$ cat src/source/clock_mode_pkg.sv
package clock_mode_pkg;

    // operating mode of the clock core
    typedef enum logic [2:0] {
        time_show = 3'd0,  // plain time display
        time_set  = 3'd1,  // hours/minutes being edited
        timer     = 3'd2,
        stopwatch = 3'd3,
        alarm     = 3'd4
    } clock_mode_e;

    // which field the user is editing
    // time_set uses all four values, timer and alarm only 0 and 1
    typedef logic [1:0] edit_place_t;

    // everything the display needs to know about the clock core
    typedef struct packed {
        clock_mode_e mode;               // [7:5]
        edit_place_t edit_place;         // [4:3]
        logic        timer_running;      // [2]
        logic        stopwatch_running;  // [1]
        logic        alarm_armed;        // [0]
    } clock_status_t;

endpackage

$ cat src/source/display_pkg.sv
package display_pkg;

    localparam int NUM_DIGITS = 4;

    typedef logic [3:0] bcd_t;  // one decimal digit

    // digit 0 is the rightmost on the board
    typedef struct packed {
        bcd_t thousands;  // digit 3
        bcd_t hundreds;   // digit 2
        bcd_t tens;       // digit 1
        bcd_t ones;       // digit 0
    } digit_set_t;

    typedef logic [$clog2(NUM_DIGITS)-1:0] digit_idx_t;  // scan position
    typedef logic [NUM_DIGITS-1:0] digit_mask_t;         // bit i is digit i

    // segment bus, index 0 is segment a, low lights the segment
    typedef logic [0:6] seg_t;

    // digit enables of the common-anode display, low selects a digit
    typedef logic [NUM_DIGITS-1:0] anode_t;

    localparam seg_t   SEG_BLANK = 7'b111_1111;  // all segments dark
    localparam anode_t ANODE_OFF = '1;           // no digit driven

    // abcdefg patterns for 0 to 9
    localparam seg_t SEG_DIGIT [10] = '{
        7'b000_0001,  // 0
        7'b100_1111,  // 1
        7'b001_0010,  // 2
        7'b000_0110,  // 3
        7'b100_1100,  // 4
        7'b010_0100,  // 5
        7'b010_0000,  // 6
        7'b000_1111,  // 7
        7'b000_0000,  // 8
        7'b000_0100   // 9
    };

endpackage

$ cat src/source/blink_select.sv
`timescale 1ns/1ps

module blink_select
    import clock_mode_pkg::*, display_pkg::*;
(
    input  clock_status_t status,
    output digit_mask_t   blink_mask
);

    localparam digit_mask_t LOW_PAIR  = digit_mask_t'(4'b0011);  // digits 0 and 1
    localparam digit_mask_t HIGH_PAIR = digit_mask_t'(4'b1100);  // digits 2 and 3
    localparam digit_mask_t ALL_DIGITS = '1;

    // timer and alarm only have two editable fields
    function automatic digit_mask_t two_field_pair(input edit_place_t place);
        digit_mask_t mask;
        case (place)
            2'd0:    mask = LOW_PAIR;
            2'd1:    mask = HIGH_PAIR;
            default: mask = '0;
        endcase
        return mask;
    endfunction

    always_comb begin
        blink_mask = '0;  // time_show and unknown modes
        case (status.mode)
            time_set: begin
                // 0/2 are the low fields, 1/3 the high ones
                if (status.edit_place[0]) begin
                    blink_mask = HIGH_PAIR;
                end else begin
                    blink_mask = LOW_PAIR;
                end
            end
            timer: begin
                if (!status.timer_running) begin  // only editable while stopped
                    blink_mask = two_field_pair(status.edit_place);
                end
            end
            stopwatch: begin
                if (!status.stopwatch_running) begin
                    blink_mask = ALL_DIGITS;  // whole readout blinks when halted
                end
            end
            alarm: begin
                if (!status.alarm_armed) begin
                    blink_mask = two_field_pair(status.edit_place);
                end
            end
            default: begin
                blink_mask = '0;
            end
        endcase
    end

endmodule

$ cat src/source/digit_scanner.sv
`timescale 1ns/1ps

module digit_scanner
    import display_pkg::*;
#(
    parameter int unsigned REFRESH_TICKS = 100_000,    // clocks per digit slot
    parameter int unsigned BLINK_TICKS   = 25_000_000  // clocks per blink half-period
) (
    input  logic       clk_100MHz,
    input  logic       reset,
    output digit_idx_t digit_idx,
    output logic       blink_on
);

    // +1 keeps the width at least one bit for tiny tick counts
    localparam int REFRESH_W = $clog2(REFRESH_TICKS + 1);
    localparam int BLINK_W   = $clog2(BLINK_TICKS + 1);

    localparam logic [REFRESH_W-1:0] REFRESH_LAST = REFRESH_W'(REFRESH_TICKS - 1);
    localparam logic [BLINK_W-1:0]   BLINK_LAST   = BLINK_W'(BLINK_TICKS - 1);

    logic [REFRESH_W-1:0] refresh_count;
    logic [BLINK_W-1:0]   blink_count;
    logic                 refresh_wrap;
    logic                 blink_wrap;

    assign refresh_wrap = (refresh_count == REFRESH_LAST);
    assign blink_wrap   = (blink_count == BLINK_LAST);

    // digit refresh timer
    always_ff @(posedge clk_100MHz or posedge reset) begin
        if (reset) begin
            refresh_count <= '0;
        end else if (refresh_wrap) begin
            refresh_count <= '0;
        end else begin
            refresh_count <= refresh_count + 1'b1;
        end
    end

    // scan index, 3 rolls over to 0
    always_ff @(posedge clk_100MHz or posedge reset) begin
        if (reset) begin
            digit_idx <= '0;
        end else if (refresh_wrap) begin
            digit_idx <= digit_idx + 1'b1;
        end
    end

    // blink timer runs free of the scan
    always_ff @(posedge clk_100MHz or posedge reset) begin
        if (reset) begin
            blink_count <= '0;
        end else if (blink_wrap) begin
            blink_count <= '0;
        end else begin
            blink_count <= blink_count + 1'b1;
        end
    end

    always_ff @(posedge clk_100MHz or posedge reset) begin
        if (reset) begin
            blink_on <= 1'b0;  // starts in the dark half
        end else if (blink_wrap) begin
            blink_on <= ~blink_on;
        end
    end

endmodule

$ cat src/source/segment_encoder.sv
`timescale 1ns/1ps

module segment_encoder
    import display_pkg::*;
(
    input  logic        clk_100MHz,
    input  logic        reset,
    input  digit_set_t  digits,
    input  digit_idx_t  digit_idx,
    input  digit_mask_t blink_mask,
    input  logic        blink_on,
    output seg_t        seg,
    output anode_t      digit
);

    bcd_t   bcd;         // value of the scanned digit
    logic   blanked;
    seg_t   seg_next;
    anode_t anode_next;

    // pick the field for the current slot
    always_comb begin
        case (digit_idx)
            2'd0:    bcd = digits.ones;
            2'd1:    bcd = digits.tens;
            2'd2:    bcd = digits.hundreds;
            default: bcd = digits.thousands;
        endcase
    end

    // edited digits go dark during the off half of the blink
    assign blanked = blink_mask[digit_idx] && !blink_on;

    always_comb begin
        if (blanked) begin
            seg_next = SEG_BLANK;
        end else if (bcd > 4'd9) begin
            seg_next = SEG_BLANK;  // not a decimal code
        end else begin
            seg_next = SEG_DIGIT[bcd];
        end
    end

    // one-cold enable, bit i low for slot i
    assign anode_next = ~(anode_t'(1) << digit_idx);

    // both buses switch on the same edge so no ghosting between digits
    always_ff @(posedge clk_100MHz or posedge reset) begin
        if (reset) begin
            seg   <= SEG_BLANK;
            digit <= ANODE_OFF;
        end else begin
            seg   <= seg_next;
            digit <= anode_next;
        end
    end

endmodule

$ cat src/source/seven_seg.sv
`timescale 1ns/1ps

module seven_seg
    import clock_mode_pkg::*, display_pkg::*;
#(
    parameter int unsigned REFRESH_TICKS = 100_000,    // 1 ms per digit at 100 MHz
    parameter int unsigned BLINK_TICKS   = 25_000_000  // 0.25 s per blink level
) (
    input  logic          clk_100MHz,
    input  logic          reset,
    input  clock_status_t status,
    input  digit_set_t    digits,
    output seg_t          seg,
    output anode_t        digit
);

    digit_mask_t blink_mask;
    digit_idx_t  digit_idx;
    logic        blink_on;

    // which digits belong to the field under edit
    blink_select u_blink_select (
        .status     (status),
        .blink_mask (blink_mask)
    );

    digit_scanner #(
        .REFRESH_TICKS (REFRESH_TICKS),
        .BLINK_TICKS   (BLINK_TICKS)
    ) u_digit_scanner (
        .clk_100MHz (clk_100MHz),
        .reset      (reset),
        .digit_idx  (digit_idx),
        .blink_on   (blink_on)
    );

    // registered segment and anode drive
    segment_encoder u_segment_encoder (
        .clk_100MHz (clk_100MHz),
        .reset      (reset),
        .digits     (digits),
        .digit_idx  (digit_idx),
        .blink_mask (blink_mask),
        .blink_on   (blink_on),
        .seg        (seg),
        .digit      (digit)
    );

endmodule

$ cat config.mk
export PLATFORM = sky130hd
export DESIGN_NAME = seven_seg
export DESIGN_NICKNAME = d
export VERILOG_FILES = /design/src/source/clock_mode_pkg.sv /design/src/source/display_pkg.sv /design/src/source/blink_select.sv /design/src/source/digit_scanner.sv /design/src/source/segment_encoder.sv /design/src/source/seven_seg.sv
export SDC_FILE = /design/constraint.sdc
export NUM_CORES = 1
export LEC_CHECK = 0
export ABC_CLOCK_PERIOD_IN_PS = 2500
export BUFFER_PORTS_ARGS = -buffer_cell sky130_fd_sc_hd__buf_2
export CAP_MARGIN = 30
export CORE_MARGIN = 2
export CORE_UTILIZATION = 55
export CTS_CLUSTER_DIAMETER = 100
export DETAILED_ROUTE_END_ITERATION = 16
export GPL_TIMING_DRIVEN = 1
export MAX_ROUTING_LAYER = met4
export PLACE_DENSITY = 0.76
export SETUP_SLACK_MARGIN = 0.5
export SLEW_MARGIN = 20
export SYNTH_ARGS = -nofsm -noshare
export SYNTH_HDL_FRONTEND = slang
export SYNTH_HIERARCHICAL = 1
export SYNTH_SLANG_ARGS = --single-unit
$ cat constraint.sdc
create_clock -name clk_100MHz -period 2.5 [get_ports clk_100MHz]
set_input_delay 0.125 -clock clk_100MHz [delete_from_list [all_inputs] [get_ports clk_100MHz]]
set_output_delay 0.125 -clock clk_100MHz [all_outputs]
set_load 0.02 [all_outputs]
Yosys cells after proc, flatten, opt, wreduce, memory -nomap -nowiden

Memory sizes are Yosys's and may differ from the RTL's.
Index checks and enable logic that the tools add are counted.

$lt $le $gt $ge: 3
Multiplexer cells: 15
Eq/ne operators: 9
Reductions and logical operators: 4
Add/subtract/negate cells: 3
Bitwise operators: 3
Shifts and indexed selects: 1

Operator list:

| kind                                                  | count |
|---|---|
| 2-to-1 mux 7 bit                                      | 4 |
| adder 25 x 1 -> 25 bit (second input constant)        | 1 |
| == test 25 bit (second input constant)                | 1 |
| 2-to-1 mux 25 bit                                     | 1 |
| adder 17 x 1 -> 17 bit (second input constant)        | 1 |
| == test 17 bit (second input constant)                | 1 |
| 2-to-1 mux 17 bit                                     | 1 |
| 2-to-1 mux 4 bit                                      | 4 |
| one-hot mux 4 bit (4 select lines)                    | 1 |
| one-hot mux 4 bit (3 select lines)                    | 1 |
| one-hot mux 4 bit (2 select lines)                    | 1 |
| == test 3 x 2 -> 1 bit (second input constant)        | 2 |
| >= comparator 5 bit (second input constant)           | 1 |
| NOT 4 -> 5 bit                                        | 1 |
| == test 2 x 1 -> 1 bit (second input constant)        | 2 |
| greater-than comparator 4 bit (second input constant) | 1 |
| logical NOT 2 bit                                     | 2 |
| NOT 4 bit                                             | 1 |
| left shift 1 x 2 -> 4 bit (first input constant)      | 1 |
| == test 3 x 1 -> 1 bit (second input constant)        | 1 |
| == test 3 bit (second input constant)                 | 1 |
| < comparator 2 x 3 -> 1 bit (second input constant)   | 1 |
| adder 2 x 1 -> 2 bit (second input constant)          | 1 |
| binary-select mux 1 bit (select 2 bit)                | 1 |
| 5 further kinds                                       | 5 |

Bits of input ports: 26
Logic and storage cells: 45
Memories kept: 1
ROM bits: 112
Output and inout port bits: 11
Register bits: 56

Memories:

| memory          | depth | bits a word | rd ports | clocked after memory_dff | write ports | RTL line              | text |
|---|---|---|---|---|---|---|---|
| (no name shown) | 16    | 7           | 1        | 0                        | 0           | segment_encoder.sv:40 | `seg_next = SEG_DIGIT[bcd];` |

Depth between registers and ports, before layout

Gate-level depths: netlist of run 1.

Depth after elaboration: 8
Gate-level depth with buffers: 8
Depth with buffers taken out: 7

Cells and area by module

The synthesis of run 1 kept the hierarchy.

By module, submodules not included:

| module          | times used | cells an instance | area an instance (sq um) | seq. area each (sq um) |
|---|---|---|---|---|
| digit_scanner   | 1          | 204               | 2165.8                   | 1126.1 |
| segment_encoder | 1          | 54                | 724.4                    | 289.0 |
| blink_select    | 1          | 13                | 92.6                     | 0.0 |

Worst setup path before layout of run 1

Ideal clock, no wire load.

Kind: reg-to-reg
From: register u_digit_scanner.digit_idx[0]
To: register u_segment_encoder.seg[2]
Period minus slack after synthesis: 1908 ps
Setup slack: 592 ps
Required time: 2419 ps
Arrival time: 1827 ps
Stages on the path, launching flop included: 6
Path buffers: 1
Setup time: 81 ps
Path through: dfrtp_1 > buf_6 > mux4_1 > ha_1 > or3b_1 > o2111ai_2

Word-level cells in the longest chain between the ends: 8
Elaborated cells on any way between the ends: 14
Those cells by class: order compare: 1; eq/ne: 2; mux: 7; bitwise: 1; reduce/logical: 2; memory: 1

Ends and longest elaborated chain:

| what                                                 | RTL line              | text |
|---|---|---|
| from (decl)                                          | digit_scanner.sv:11   | `output digit_idx_t digit_idx,` |
| from (signal assigned)                               | digit_scanner.sv:46   | `digit_idx <= digit_idx + 1'b1;` |
| == test 2 bit (tied with other cells)                | segment_encoder.sv:23 | `case (digit_idx)` |
| one-hot mux 4 bit (3 select lines)                   | segment_encoder.sv:23 |  |
| NOT 4 -> 5 bit (implied by the code)                 | segment_encoder.sv:40 |  |
| memory read (16 x 7 bit)                             | -                     |  |
| 2-to-1 mux 7 bit (implied by the code) (2 in series) | segment_encoder.sv:40 |  |
| 2-to-1 mux 7 bit                                     | segment_encoder.sv:37 | `end else if (bcd > 4'd9) begin` |
| 2-to-1 mux 7 bit *                                   | segment_encoder.sv:35 | `if (blanked) begin` |
| via u_segment_encoder.seg_next[2]                    | segment_encoder.sv:18 | `seg_t seg_next;` |
| to (signal assigned)                                 | segment_encoder.sv:53 | `seg <= seg_next;` |
| to (decl)                                            | segment_encoder.sv:12 | `output seg_t seg,` |

Mark *: on every way through the listed nets, which the timed path passes. The rest lies on a longest branch. The select of a mux whose other input is x is not followed.
A chain may end at the register's enable or synchronous reset.

Final worst setup path of run 1

From: register u_digit_scanner.blink_count[9]
To: register u_digit_scanner.blink_on

Word-level cells in the longest chain between the ends: 1

Ends and longest elaborated chain:

| what                   | RTL line            | text |
|---|---|---|
| from (decl)            | digit_scanner.sv:23 | `logic [BLINK_W-1:0] blink_count;` |
| from (signal assigned) | digit_scanner.sv:57 | `blink_count <= blink_count + 1'b1;` |
| == test 25 bit         | digit_scanner.sv:28 | `assign blink_wrap = (blink_count == BLINK_LAST);` |
| to (signal assigned)   | digit_scanner.sv:65 | `blink_on <= ~blink_on;` |
| to (decl)              | digit_scanner.sv:12 | `output logic blink_on` |

No other way between the ends.

==> results of run 1 <==
==> metal layers <==
metal	part of all wire	wire length [microns]	vias to the layer above
met5	0	0	-
met4	0.014	76	0
met3	0.027	149	12
met2	0.50	2750	45
met1	0.46	2550	1036
li1	-	-	1054
==> cell type report <==
| type | count | area (sq um) | share of cell area |
|---|---|---|---|
| Multi-Input combinational cell | 194 | 1460 | 0.436 |
| Sequential cell | 56 | 1420 | 0.422 |
| Timing Repair Buffer | 44 | 263 | 0.0783 |
| Clock buffer | 8 | 90.1 | 0.0268 |
| Tap cell | 70 | 87.6 | 0.0261 |
| Inverter | 9 | 33.8 | 0.0101 |
==> registers in the layout, summed over array words and instances, names as in the netlist <==
signal,count
u_digit_scanner/refresh_count,17
u_digit_scanner/blink_count,25
u_digit_scanner/digit_idx,2
u_segment_encoder/seg,7
u_digit_scanner/blink_on,1
u_segment_encoder/digit,4
==> kinds of logic (layout without fill, tap and decap cells) <==
kind of cell    after synthesis  in the layout  synth area share
buf+inv                      21             61            0.0373
xor+xnor                     31             31            0.0935
simple gates                113            113             0.230
flops                        56             56             0.474
fa+ha+maj                     8              8            0.0336
compound gates               28             28            0.0642
mux                          14             14            0.0667
==> power breakdown <==
part / internal [mW] / switching (mW)
clock network: 0.227 / 0.266
logic: 0.0535 / 0.0759
registers: 0.926 / 0.00190
==> layout by cell type (no fill, tap or decap), drive strengths merged, types with 2 or more instances in the layout <==
master   n
or3      3
dfstp   11
nor4     3
a21oi    5
ha       8
and2b    2
inv      8
xor2    16
nor3     6
buf     43
and4     9
and3     6
xnor2   15
o21ai   11
o311ai   2
nand2   15
dfrtp   45
nor4b    2
nand4   12
or3b     2
or4      2
nor3b    4
or2b     2
mux4     4
nor2    20
nor2b    3
mux2i    9
o211ai   3
nand2b   2
clkbuf   8
nand3   15
==> repair_timing <==
action,4_1_cts,5_1_grt
pin swaps,1,1
setup endpoints to repair,12,19
hold buffers,1,0
resized for setup,0,6
setup buffers,2,2
endpoints found under the hold margin,22,0
==> worst reg2reg max path, stage by stage, from the launching register on <==
cell and delay [ns]:
sky130_fd_sc_hd__dfrtp_2 0.48, sky130_fd_sc_hd__or4bb_1 0.51, sky130_fd_sc_hd__or4_4 0.48, sky130_fd_sc_hd__nor2_4 0.16
sky130_fd_sc_hd__buf_12 0.13, sky130_fd_sc_hd__xor2_2 0.12
==> metrics by stage <==
step	total power [mW]	cells	util	worst slack (ns)
after floorplan	1.03	271	-	0.592
after global placement	1.07	367	0.616	0.388
after detailed placement	1.07	367	0.616	0.379
after CTS	1.57	378	0.641	0.515
after global routing	1.63	381	0.649	0.463
final	1.55	381	0.649	0.541
==> worst min-delay path by stage <==
stage          startpoint                                  endpoint  slack (ns)  cells past startpoint
6_report            reset  u_digit_scanner/digit_idx[0]$_DFFE_PP0N_        0.32                      3
5_1_grt             reset  u_digit_scanner/digit_idx[0]$_DFFE_PP0N_        0.33                      3
4_1_cts         digits[3]        u_segment_encoder/seg[1]$_DFF_PP1_        0.36                      3
3_5_place_dp        reset  u_digit_scanner/digit_idx[0]$_DFFE_PP0N_        0.24                      2
3_3_place_gp        reset      u_digit_scanner/blink_on$_DFFE_PP0N_        0.23                      2
2_1_floorplan       reset      u_segment_encoder/digit[0]$_DFF_PP1_        0.23                      1
==> impl_metrics.json, run 1 <==
{
  "outcome": "finished clean",
  "top_delay_family_on_crit_path": "simple AND/OR/NAND/NOR gates",
  "synth_most_common_cell": "sky130_fd_sc_hd__dfrtp_1",
  "relative_slew_margins": 0.666,
  "crit_arrival_ns": 2.19,
  "synthFlopType": "sky130_fd_sc_hd__dfrtp_1",
  "finalSetupTns_ns": 0,
  "floorplan.die_area_sq_um": 6030,
  "worst_case_vdd_ir_drop_mv": 0.292,
  "crit_path_cell_trace": "or4bb_1 -> or4_4 -> nor2_4 -> buf_12 -> xor2_2",
  "grtUsageMet2": 0.339,
  "grt_max_degree": 24,
  "grt_first_pass_wirelength_microns": 10000,
  "post_dp_cell_area_sq_um": 3190,
  "syn_inst": 271,
  "crit_type": "reg2reg",
  "hold_viol_final": 0,
  "detail_route.vias_per_cell": 5.64,
  "fin_crit_sh": 0.784,
  "ys_ff_latch": 56,
  "timing.final.crit_period_ns": 1.96,
  "cts_root_buffer": "sky130_fd_sc_hd__clkbuf_8",
  "avgSynthCellArea_sq_um": 11.0,
  "route.final.wire_length_microns": 5520,
  "number_of_max_capacitance_violations_reported": 0,
  "place.detailed.hpwl_microns": 4050,
  "detail-route-antenna-nets": 0,
  "async_flop_share": 1.00,
  "mean_routed_wirelength_per_cell_microns": 14.5,
  "synth_top_area_frac": 0.378,
  "fillers": 423,
  "ff2ff_setup_slack_ns": 0.54,
  "grt_use_met1": 0.278,
  "initial_antenna_violation_count": 0,
  "cts-buffers-inserted": 5,
  "global_route.usage.met3": 0.0314,
  "clkSinkCount": 56,
  "clock_path_buffers": 2,
  "worst_hold_slack_ns": 0.319,
  "worst_setup_hold_path_clk_slew_ns": 0.10,
  "floorplan.io_pins": 37,
  "mappedNetlistNets": 305,
  "grt_setup_unrepaired": "true",
  "r2r-end": "u_digit_scanner/blink_on$_DFFE_PP0N_",
  "cp_max_fo": 9,
  "numPortBuffers": 36,
  "worst_setup_path_startpoint": "u_digit_scanner/blink_count[9]$_DFF_PP0_",
  "yosysWarningCount": 6,
  "tightestPinTransition_ns": 0.498,
  "grt-busiest-layer": "met2",
  "syn_to_final_growth_pct": 12.5,
  "synth.cell_area_sq_um": 2980,
  "die_width_microns": 77.6,
  "rd_place_congestion": 0.848,
  "placement_rows": 26,
  "netlist.top_cell.by_area": "sky130_fd_sc_hd__dfrtp_1",
  "n_antenna_cell": 0,
  "final_max_slew_viol_count": 0,
  "grtUsageTotal": 0.209,
  "die_h_microns": 77.6,
  "timing.final.setup_violations": 0,
  "worst_r2r_startpoint": "u_digit_scanner/blink_count[9]$_DFF_PP0_",
  "worstSetupEndpoint": "u_digit_scanner/blink_on$_DFFE_PP0N_",
  "grt_pass1_vias": 2144,
  "power_per_cell_area_nw_per_um2": 462,
  "finalClockSkew_ns": 0.0125,
  "post_route_cells_drive_above_1_share": 0.254,
  "critical_path.max_stage_delay_ns": 0.51,
  "grt_overflow": 0,
  "ys_top_cells_by_count": "45 x sky130_fd_sc_hd__dfrtp_1, 19 x sky130_fd_sc_hd__nor2_1",
  "seq_area_frac_synth": 0.474,
  "yosys-top-cells-area": "sky130_fd_sc_hd__dfrtp_1 38%, sky130_fd_sc_hd__dfstp_2 9.7%, sky130_fd_sc_hd__xnor2_1 4.4%",
  "cp_data_required_time_ns": 2.73,
  "floorplan.initialDensity": 0.577,
  "cts_tree": "done",
  "maximum_operating_frequency_ghz": 0.510,
  "critical_path.slowest_cell": "sky130_fd_sc_hd__or4bb_1",
  "clock_latency_on_the_worst_skew_pair_ns": 0.30,
  "cp_num_cells": 5,
  "edff_count_synth": 0,
  "cellLeakagePower_nw": 1.50,
  "yosys.cell_types.count": 56,
  "clock_h_tree_levels": 2,
  "worstSetupStartpointType": "flop",
  "finish.net_count": 344,
  "routed-via-count": 2147,
  "holdCritPathClass": "in2async",
  "finish.instance_area_sq_um": 3360,
  "core_area_sq_um": 5170,
  "drt_drc": 0,
  "timing.reg2reg.worst_path_depth": 5,
  "worst_setup_path_end_kind": "flop",
  "drt_first_pass_iters": 4,
  "critPathBufInv": 1,
  "initialDrtViolationCount": 114
}
(Power assumes the default switching activity.)
==> run 2, diff against run 1 <==
--- a/config.mk
+++ b/config.mk
@@ -5,11 +5,11 @@
 export SDC_FILE = /design/constraint.sdc
 export NUM_CORES = 1
 export LEC_CHECK = 0
-export ABC_CLOCK_PERIOD_IN_PS = 2500
+export ABC_CLOCK_PERIOD_IN_PS = 1700
 export BUFFER_PORTS_ARGS = -buffer_cell sky130_fd_sc_hd__buf_2
 export CAP_MARGIN = 30
 export CORE_MARGIN = 2
-export CORE_UTILIZATION = 55
+export CORE_UTILIZATION = 52
 export CTS_CLUSTER_DIAMETER = 100
 export DETAILED_ROUTE_END_ITERATION = 16
 export GPL_TIMING_DRIVEN = 1
==> constraint.sdc (replaced) <==
create_clock -name clk_100MHz -period 1.7 [get_ports clk_100MHz]
set_input_delay 0.085 -clock clk_100MHz [delete_from_list [all_inputs] [get_ports clk_100MHz]]
set_output_delay 0.085 -clock clk_100MHz [all_outputs]
set_load 0.02 [all_outputs]
==> impl_metrics.json, run 2 (synthesized netlist as in run 1, its figures left out) <==
{
  "route.top_layer_used": "met4",
  "switching_power_of_the_nets_uw": 576,
  "finish.net_count": 403,
  "routed-via-count": 2483,
  "cts_tree": "done",
  "floorplan.initialDensity": 0.538,
  "syn_to_final_growth_pct": 37.8,
  "maximum_operating_frequency_ghz": 0.524,
  "numPortBuffers": 36,
  "place.detailed.hpwl_microns": 4480,
  "timing.final.setup_violations": 24,
  "combinational_group_share_of_total_power": 0.095,
  "top_delay_family_on_crit_path": "simple AND/OR/NAND/NOR gates",
  "rd_place_congestion": 0.847,
  "worst_r2r_startpoint": "u_digit_scanner/blink_count[9]$_DFF_PP0_",
  "layout.cells.most_common": "sky130_fd_sc_hd__buf_4",
  "largest_register": "u_digit_scanner/blink_count",
  "grt_first_pass_wirelength_microns": 10700,
  "crit_arrival_ns": 2.11,
  "core_area_sq_um": 5540,
  "worst_setup_hold_path_clk_slew_ns": 0.10,
  "clkSinkCount": 56,
  "initialDrtViolationCount": 112,
  "finalClockSkew_ns": 0.00972,
  "crit_type": "reg2reg",
  "die_h_microns": 79.7,
  "final_max_slew_viol_count": 0,
  "drt_first_pass_iters": 4,
  "fin_crit_sh": 1.12,
  "power.share.sequential": 0.586,
  "report.power.total_mw": 2.33,
  "placement_rows": 27,
  "detail_route.vias_per_cell": 5.62,
  "critical_path.max_stage_delay_ns": 0.52,
  "number_of_max_capacitance_violations_reported": 0,
  "worstSetupStartpointType": "flop",
  "fin_util": 0.742,
  "outcome": "complete, but fails checks",
  "layout_setup_ws_ns": -0.207,
  "critical_path.slowest_cell": "sky130_fd_sc_hd__or4_4",
  "power_per_cell_area_nw_per_um2": 567,
  "hold_viol_final": 0,
  "timing.reg2reg.worst_path_depth": 5,
  "worst_case_vdd_ir_drop_mv": 0.487,
  "timing.final.crit_period_ns": 1.91,
  "power.share.clock": 0.319,
  "grt_max_degree": 26,
  "grt_overflow": 0,
  "holdCritPathClass": "in2reg",
  "dr_wl_met2_microns": 3800,
  "wl_met1_microns": 2990,
  "die_width_microns": 79.7,
  "floorplan.die_area_sq_um": 6360,
  "holdPathStages": 3,
  "crit_path_cell_trace": "or4bb_1 -> or4_4 -> buf_6 -> o22ai_1 -> mux2i_1",
  "floorplan.io_pins": 37,
  "post_route_cells_drive_above_1_share": 0.492,
  "initial_antenna_violation_count": 0,
  "r2r-end": "u_digit_scanner/blink_count[20]$_DFF_PP0_",
  "mean_routed_wirelength_per_cell_microns": 16.3,
  "tightestPinTransition_ns": 0.820,
  "worst_setup_path_startpoint": "u_digit_scanner/blink_count[9]$_DFF_PP0_",
  "violated_checks": "negative setup slack",
  "route.final.wire_length_microns": 7190,
  "relative_slew_margins": 0.450,
  "cp_data_required_time_ns": 1.90,
  "worst_setup_path_end_kind": "flop",
  "timing.hold.worst_endpoint": "u_segment_encoder/seg[4]$_DFF_PP1_",
  "cp_max_fo": 5,
  "most-common-layout-cells": "50 x sky130_fd_sc_hd__buf_4, 44 x sky130_fd_sc_hd__dfrtp_1, 36 x sky130_fd_sc_hd__buf_2",
  "critPathBufInv": 1,
  "drt_drc": 0,
  "grtUsageTotal": 0.221,
  "internal-power_mw": 1.75,
  "largest_reg_flops": 25,
  "detail-route-antenna-nets": 0,
  "n_antenna_cell": 0,
  "cts_root_buffer": "sky130_fd_sc_hd__clkbuf_8",
  "preCtsSetupSlack_ns": -0.262,
  "cellLeakagePower_nw": 1.88,
  "wl_met3_microns": 238,
  "hp-start": "digits[3]",
  "grt_pass1_vias": 2465,
  "biggestRegsByFlops": "u_digit_scanner/blink_count (25), u_digit_scanner/refresh_count (17), u_segment_encoder/seg (7)",
  "grt_setup_unrepaired": "true",
  "clock_h_tree_levels": 2,
  "cts-buffers-inserted": 5,
  "clock_path_buffers": 2,
  "clock_latency_on_the_worst_skew_pair_ns": 0.32,
  "sw_frac_of_total": 0.247,
  "ff2ff_setup_slack_ns": -0.21
}
## run 2: stage by stage
| step | instances | area, sq um | setup TNS (ns) | hold WS [ns] |
|---|---|---|---|---|
| floorplan | 271 | 3080 | -2.53 | 0.192 |
| global placement | 409 | 3600 | -2.98 | 0.190 |
| detailed placement | 409 | 3600 | -3.92 | 0.177 |
| CTS | 433 | 3940 | -3.38 | 0.232 |
| global route | 442 | 4110 | -4.93 | 0.263 |
| finish | 442 | 4110 | -3.58 | 0.244 |
## run 2: timing repair
item,CTS,global route
pin swaps,24,15
hold buffers,1,0
buffers inserted,15,9
setup endpoints to repair,44,48
resized for setup,36,27
hold endpoints to repair,20,0
## run 2: worst max-delay path by stage
stage	to	slack (ns)	cells past startpoint
6_report	u_digit_scanner/blink_count[20]$_DFF_PP0_	-0.21	5
5_1_grt	u_digit_scanner/blink_on$_DFFE_PP0N_	-0.25	5
4_1_cts	u_digit_scanner/blink_on$_DFFE_PP0N_	-0.20	5
3_5_place_dp	u_digit_scanner/blink_count[24]$_DFF_PP0_	-0.26	5
3_3_place_gp	u_digit_scanner/blink_count[19]$_DFF_PP0_	-0.18	5
2_1_floorplan	u_digit_scanner/blink_on$_DFFE_PP0N_	-0.18	5
## run 2: final cells by class
type                    instances  area, sq um
clock buffers                   6         72.6
clock inverters                 2         16.3
fillers                       377         1430
inverters                       9         36.3
multi-input cells             194         1710
flip-flops and latches         56         1420
well taps                      72         90.1
repair buffers                103          767
## run 2: tightest hold or removal path: stages
cell and delay, ns:
sky130_fd_sc_hd__buf_2 0.07, sky130_fd_sc_hd__mux4_2 0.29, sky130_fd_sc_hd__o311ai_1 0.12
## run 2: power groups by stage
stage | clock [mW] | combinational, mW | sequential, mW
floorplan | 0 | 0.100 | 1.42
global placement | 0 | 0.202 | 1.39
detailed placement | 0 | 0.207 | 1.39
CTS | 0.761 | 0.218 | 1.37
global route | 0.796 | 0.244 | 1.37
finish | 0.743 | 0.221 | 1.37
## run 2: metal layers
metal	up-vias	track usage
met4	0	0.0763
met3	20	0.0351
met5	-	-
met2	58	0.383
li1	1168	-
met1	1237	0.263
==> run 3, diff against run 2 <==
--- a/config.mk
+++ b/config.mk
@@ -19,5 +19,4 @@
 export SLEW_MARGIN = 20
 export SYNTH_ARGS = -nofsm -noshare
 export SYNTH_HDL_FRONTEND = slang
-export SYNTH_HIERARCHICAL = 1
 export SYNTH_SLANG_ARGS = --single-unit
==> impl_metrics.json, run 3 <==
{
  "outcome": "complete, but fails checks",
  "violated_checks": "negative setup slack",
  "place.detailed.hpwl_microns": 4330,
  "largest_register": "u_digit_scanner.blink_count",
  "detail-route-antenna-nets": 0,
  "largest_reg_flops": 25,
  "cts-buffers-inserted": 5,
  "die_h_microns": 78.9,
  "grt_setup_unrepaired": "true",
  "biggestRegsByFlops": "u_digit_scanner.blink_count (25), u_digit_scanner.refresh_count (17), u_segment_encoder.seg (7)",
  "relative_slew_margins": 0.688,
  "power_per_cell_area_nw_per_um2": 563,
  "synthFlopType": "sky130_fd_sc_hd__dfrtp_1",
  "detail_route.vias_per_cell": 5.56,
  "maximum_operating_frequency_ghz": 0.499,
  "clock_latency_on_the_worst_skew_pair_ns": 0.31,
  "clock_h_tree_levels": 2,
  "worst_case_vdd_ir_drop_mv": 0.594,
  "drt_first_pass_iters": 4,
  "place.detailed.instances": 414,
  "grt_max_degree": 57,
  "routed-via-count": 2561,
  "floorplan.initialDensity": 0.533,
  "fin_cells": 461,
  "worst_setup_hold_path_clk_slew_ns": 0.10,
  "cp_max_fo": 4,
  "tightestPinTransition_ns": 0.468,
  "ys_top_cells_by_count": "45 x sky130_fd_sc_hd__dfrtp_1, 21 x sky130_fd_sc_hd__nor2_1, 16 x sky130_fd_sc_hd__nand3_1, 16 x sky130_fd_sc_hd__xor2_1",
  "layout_setup_ws_ns": -0.303,
  "seq_area_frac_synth": 0.485,
  "clock_path_buffers": 2,
  "grtUsageTotal": 0.249,
  "mappedNetlistNets": 312,
  "ys_ff_latch": 56,
  "cts_tree": "done",
  "critical_path.slowest_cell": "sky130_fd_sc_hd__dfrtp_2",
  "initialDrtViolationCount": 217,
  "mean_routed_wirelength_per_cell_microns": 17.5,
  "avgSynthCellArea_sq_um": 10.7,
  "final_max_slew_viol_count": 0,
  "cp_data_required_time_ns": 1.93,
  "clkSinkCount": 56,
  "async_flop_share": 1.00,
  "drt_drc": 0,
  "numPortBuffers": 36,
  "finalClockSkew_ns": 0.00640,
  "critical_path.max_stage_delay_ns": 0.45,
  "crit_type": "reg2reg",
  "crit_top_cell": "sky130_fd_sc_hd__ha_4",
  "floorplan.io_pins": 37,
  "rd_place_congestion": 0.883,
  "cellLeakagePower_nw": 2.01,
  "floorplan.die_area_sq_um": 6220,
  "synth_most_common_cell": "sky130_fd_sc_hd__dfrtp_1",
  "crit_path_cell_trace": "inv_4 -> ha_4 -> a222oi_1 -> a21oi_2 -> inv_2 -> ha_4 -> nor2_4 -> o21ai_4 -> o311ai_2",
  "netlist.top_cell.by_area": "sky130_fd_sc_hd__dfrtp_1",
  "synth_top_area_frac": 0.386,
  "placement_rows": 27,
  "worst_setup_path_end_kind": "flop",
  "worst_hold_slack_ns": 0.303,
  "critPathBufInv": 2,
  "n_antenna_cell": 0,
  "finish.net_count": 427,
  "number_of_max_capacitance_violations_reported": 0,
  "fin_crit_sh": 1.18,
  "timing.final.crit_period_ns": 2.00,
  "initial_antenna_violation_count": 0,
  "edff_count_synth": 0,
  "syn_inst": 273,
  "core_area_sq_um": 5470,
  "timing.final.setup_violations": 30,
  "grt_overflow": 0,
  "holdCritPathClass": "in2reg",
  "preCtsSetupSlack_ns": -0.282,
  "route.final.wire_length_microns": 8070,
  "crit_arrival_ns": 2.24,
  "ff2ff_setup_slack_ns": -0.30,
  "worstSetupStartpointType": "flop",
  "yosysWarningCount": 0,
  "fillers": 300,
  "top_delay_family_on_crit_path": "compound AO/OA/AOI/OAI gates",
  "syn_to_final_growth_pct": 50.3,
  "hold_viol_final": 0,
  "grt_first_pass_wirelength_microns": 12000,
  "layout.cells.most_common": "sky130_fd_sc_hd__buf_4",
  "most-common-layout-cells": "57 x sky130_fd_sc_hd__buf_4, 42 x sky130_fd_sc_hd__dfrtp_1, 36 x sky130_fd_sc_hd__buf_2",
  "report.power.total_mw": 2.47,
  "yosys-top-cells-area": "sky130_fd_sc_hd__dfrtp_1 39%, sky130_fd_sc_hd__dfstp_2 9.9%, sky130_fd_sc_hd__ha_1 5.6%",
  "yosys.cell_types.count": 48,
  "die_width_microns": 78.9,
  "synth.cell_area_sq_um": 2920,
  "post_route_cells_drive_above_1_share": 0.548,
  "cts_root_buffer": "sky130_fd_sc_hd__clkbuf_8",
  "grt_pass1_vias": 2523
}
-- run 3: cell count changes after synthesis, moves of 4 or more --
cell	change
sky130_fd_sc_hd__and3_1	-4
sky130_fd_sc_hd__inv_1	+6
sky130_fd_sc_hd__a21oi_1	+6
sky130_fd_sc_hd__mux2i_1	-6
sky130_fd_sc_hd__o21ai_0	+4
sky130_fd_sc_hd__nor2b_1	+6
sky130_fd_sc_hd__ha_1	+5
-- run 3: timing repair --
action / 4_1_cts / 5_1_grt
hold buffers: 1 / 0
pin swaps: 25 / 22
resized for setup: 61 / 33
endpoints found under the hold margin: 45 / 0
gates cloned: 2 / 0
endpoints found under the setup margin: 48 / 49
buffers inserted: 28 / 8
-- run 3: final timing paths --
path,cells past startpoint,startpoint,to
min in group asynchronous,4,reset,u_digit_scanner.refresh_count[2]$_DFF_PP0_
max,9,u_digit_scanner.digit_idx[0]$_DFFE_PP0N_,u_segment_encoder.seg[4]$_DFF_PP1_
min reg2reg,1,u_digit_scanner.blink_count[24]$_DFF_PP0_,u_digit_scanner.blink_count[24]$_DFF_PP0_
max in group asynchronous,4,reset,u_segment_encoder.digit[0]$_DFF_PP1_
min,5,digits[14],u_segment_encoder.seg[3]$_DFF_PP1_
max reg2reg,9,u_digit_scanner.digit_idx[0]$_DFFE_PP0N_,u_segment_encoder.seg[4]$_DFF_PP1_
-- run 3: metrics by stage --
stage          area (sq um)   util  setup TNS [ns]
3_5_place_dp           3590  0.655           -2.56
5_1_grt                4380  0.801           -5.43
6_report               4380  0.801           -3.40
4_1_cts                4170  0.761           -1.53
2_1_floorplan          3070      -          -0.952
3_3_place_gp           3590  0.655           -1.71
-- run 3: cell type report --
| class | count | area, sq um | share of cell area |
|---|---|---|---|
| clock inverter | 3 | 42.5 | 0.00971 |
| multi-input combinational | 195 | 1830 | 0.417 |
| timing repair buffer | 115 | 875 | 0.200 |
| inverter | 15 | 62.6 | 0.0143 |
| clock buffer | 5 | 68.8 | 0.0157 |
| sequential | 56 | 1420 | 0.324 |
| tap | 72 | 90.1 | 0.0206 |
-- run 3: layer usage --
| metal | part of all wire | wire [microns] | vias up | global-route usage |
|---|---|---|---|---|
| met3 | 0.029 | 238 | 11 | 0.0409 |
| met1 | 0.41 | 3300 | 1294 | 0.318 |
| met5 | 0 | 0 | - | - |
| met2 | 0.55 | 4430 | 51 | 0.427 |
| li1 | - | - | 1205 | - |
| met4 | 0.013 | 104 | 0 | 0.0500 |
-- run 3: report_power, final --
| group | total, mW | internal, mW | switching, mW |
|---|---|---|---|
| clock network | 0.888 | 0.437 | 0.451 |
| registers | 1.36 | 1.36 | 0.00332 |
| logic | 0.213 | 0.0903 | 0.123 |
| total | 2.47 | 1.89 | 0.578 |
-- run 3: kinds of logic (layout without fill, tap and decap cells) --
logic type / count (synthesis) / count (layout) / share of synthesized area
flip-flops: 56 / 56 / 0.485
AND/OR/NAND/NOR: 106 / 106 / 0.222
adder cells (fa/ha/maj): 13 / 13 / 0.0558
AO/OA/AOI/OAI: 41 / 41 / 0.0922
buffers and inverters: 22 / 138 / 0.0378
multiplexers: 4 / 4 / 0.0142
XOR/XNOR: 31 / 31 / 0.0931
-- run 3: tightest hold or removal path: stages --
cell	delay [ns]
sky130_fd_sc_hd__buf_2	0.09
sky130_fd_sc_hd__nor2b_1	0.05
sky130_fd_sc_hd__a21oi_1	0.16
sky130_fd_sc_hd__or3_4	0.15
sky130_fd_sc_hd__nand4_1	0.08
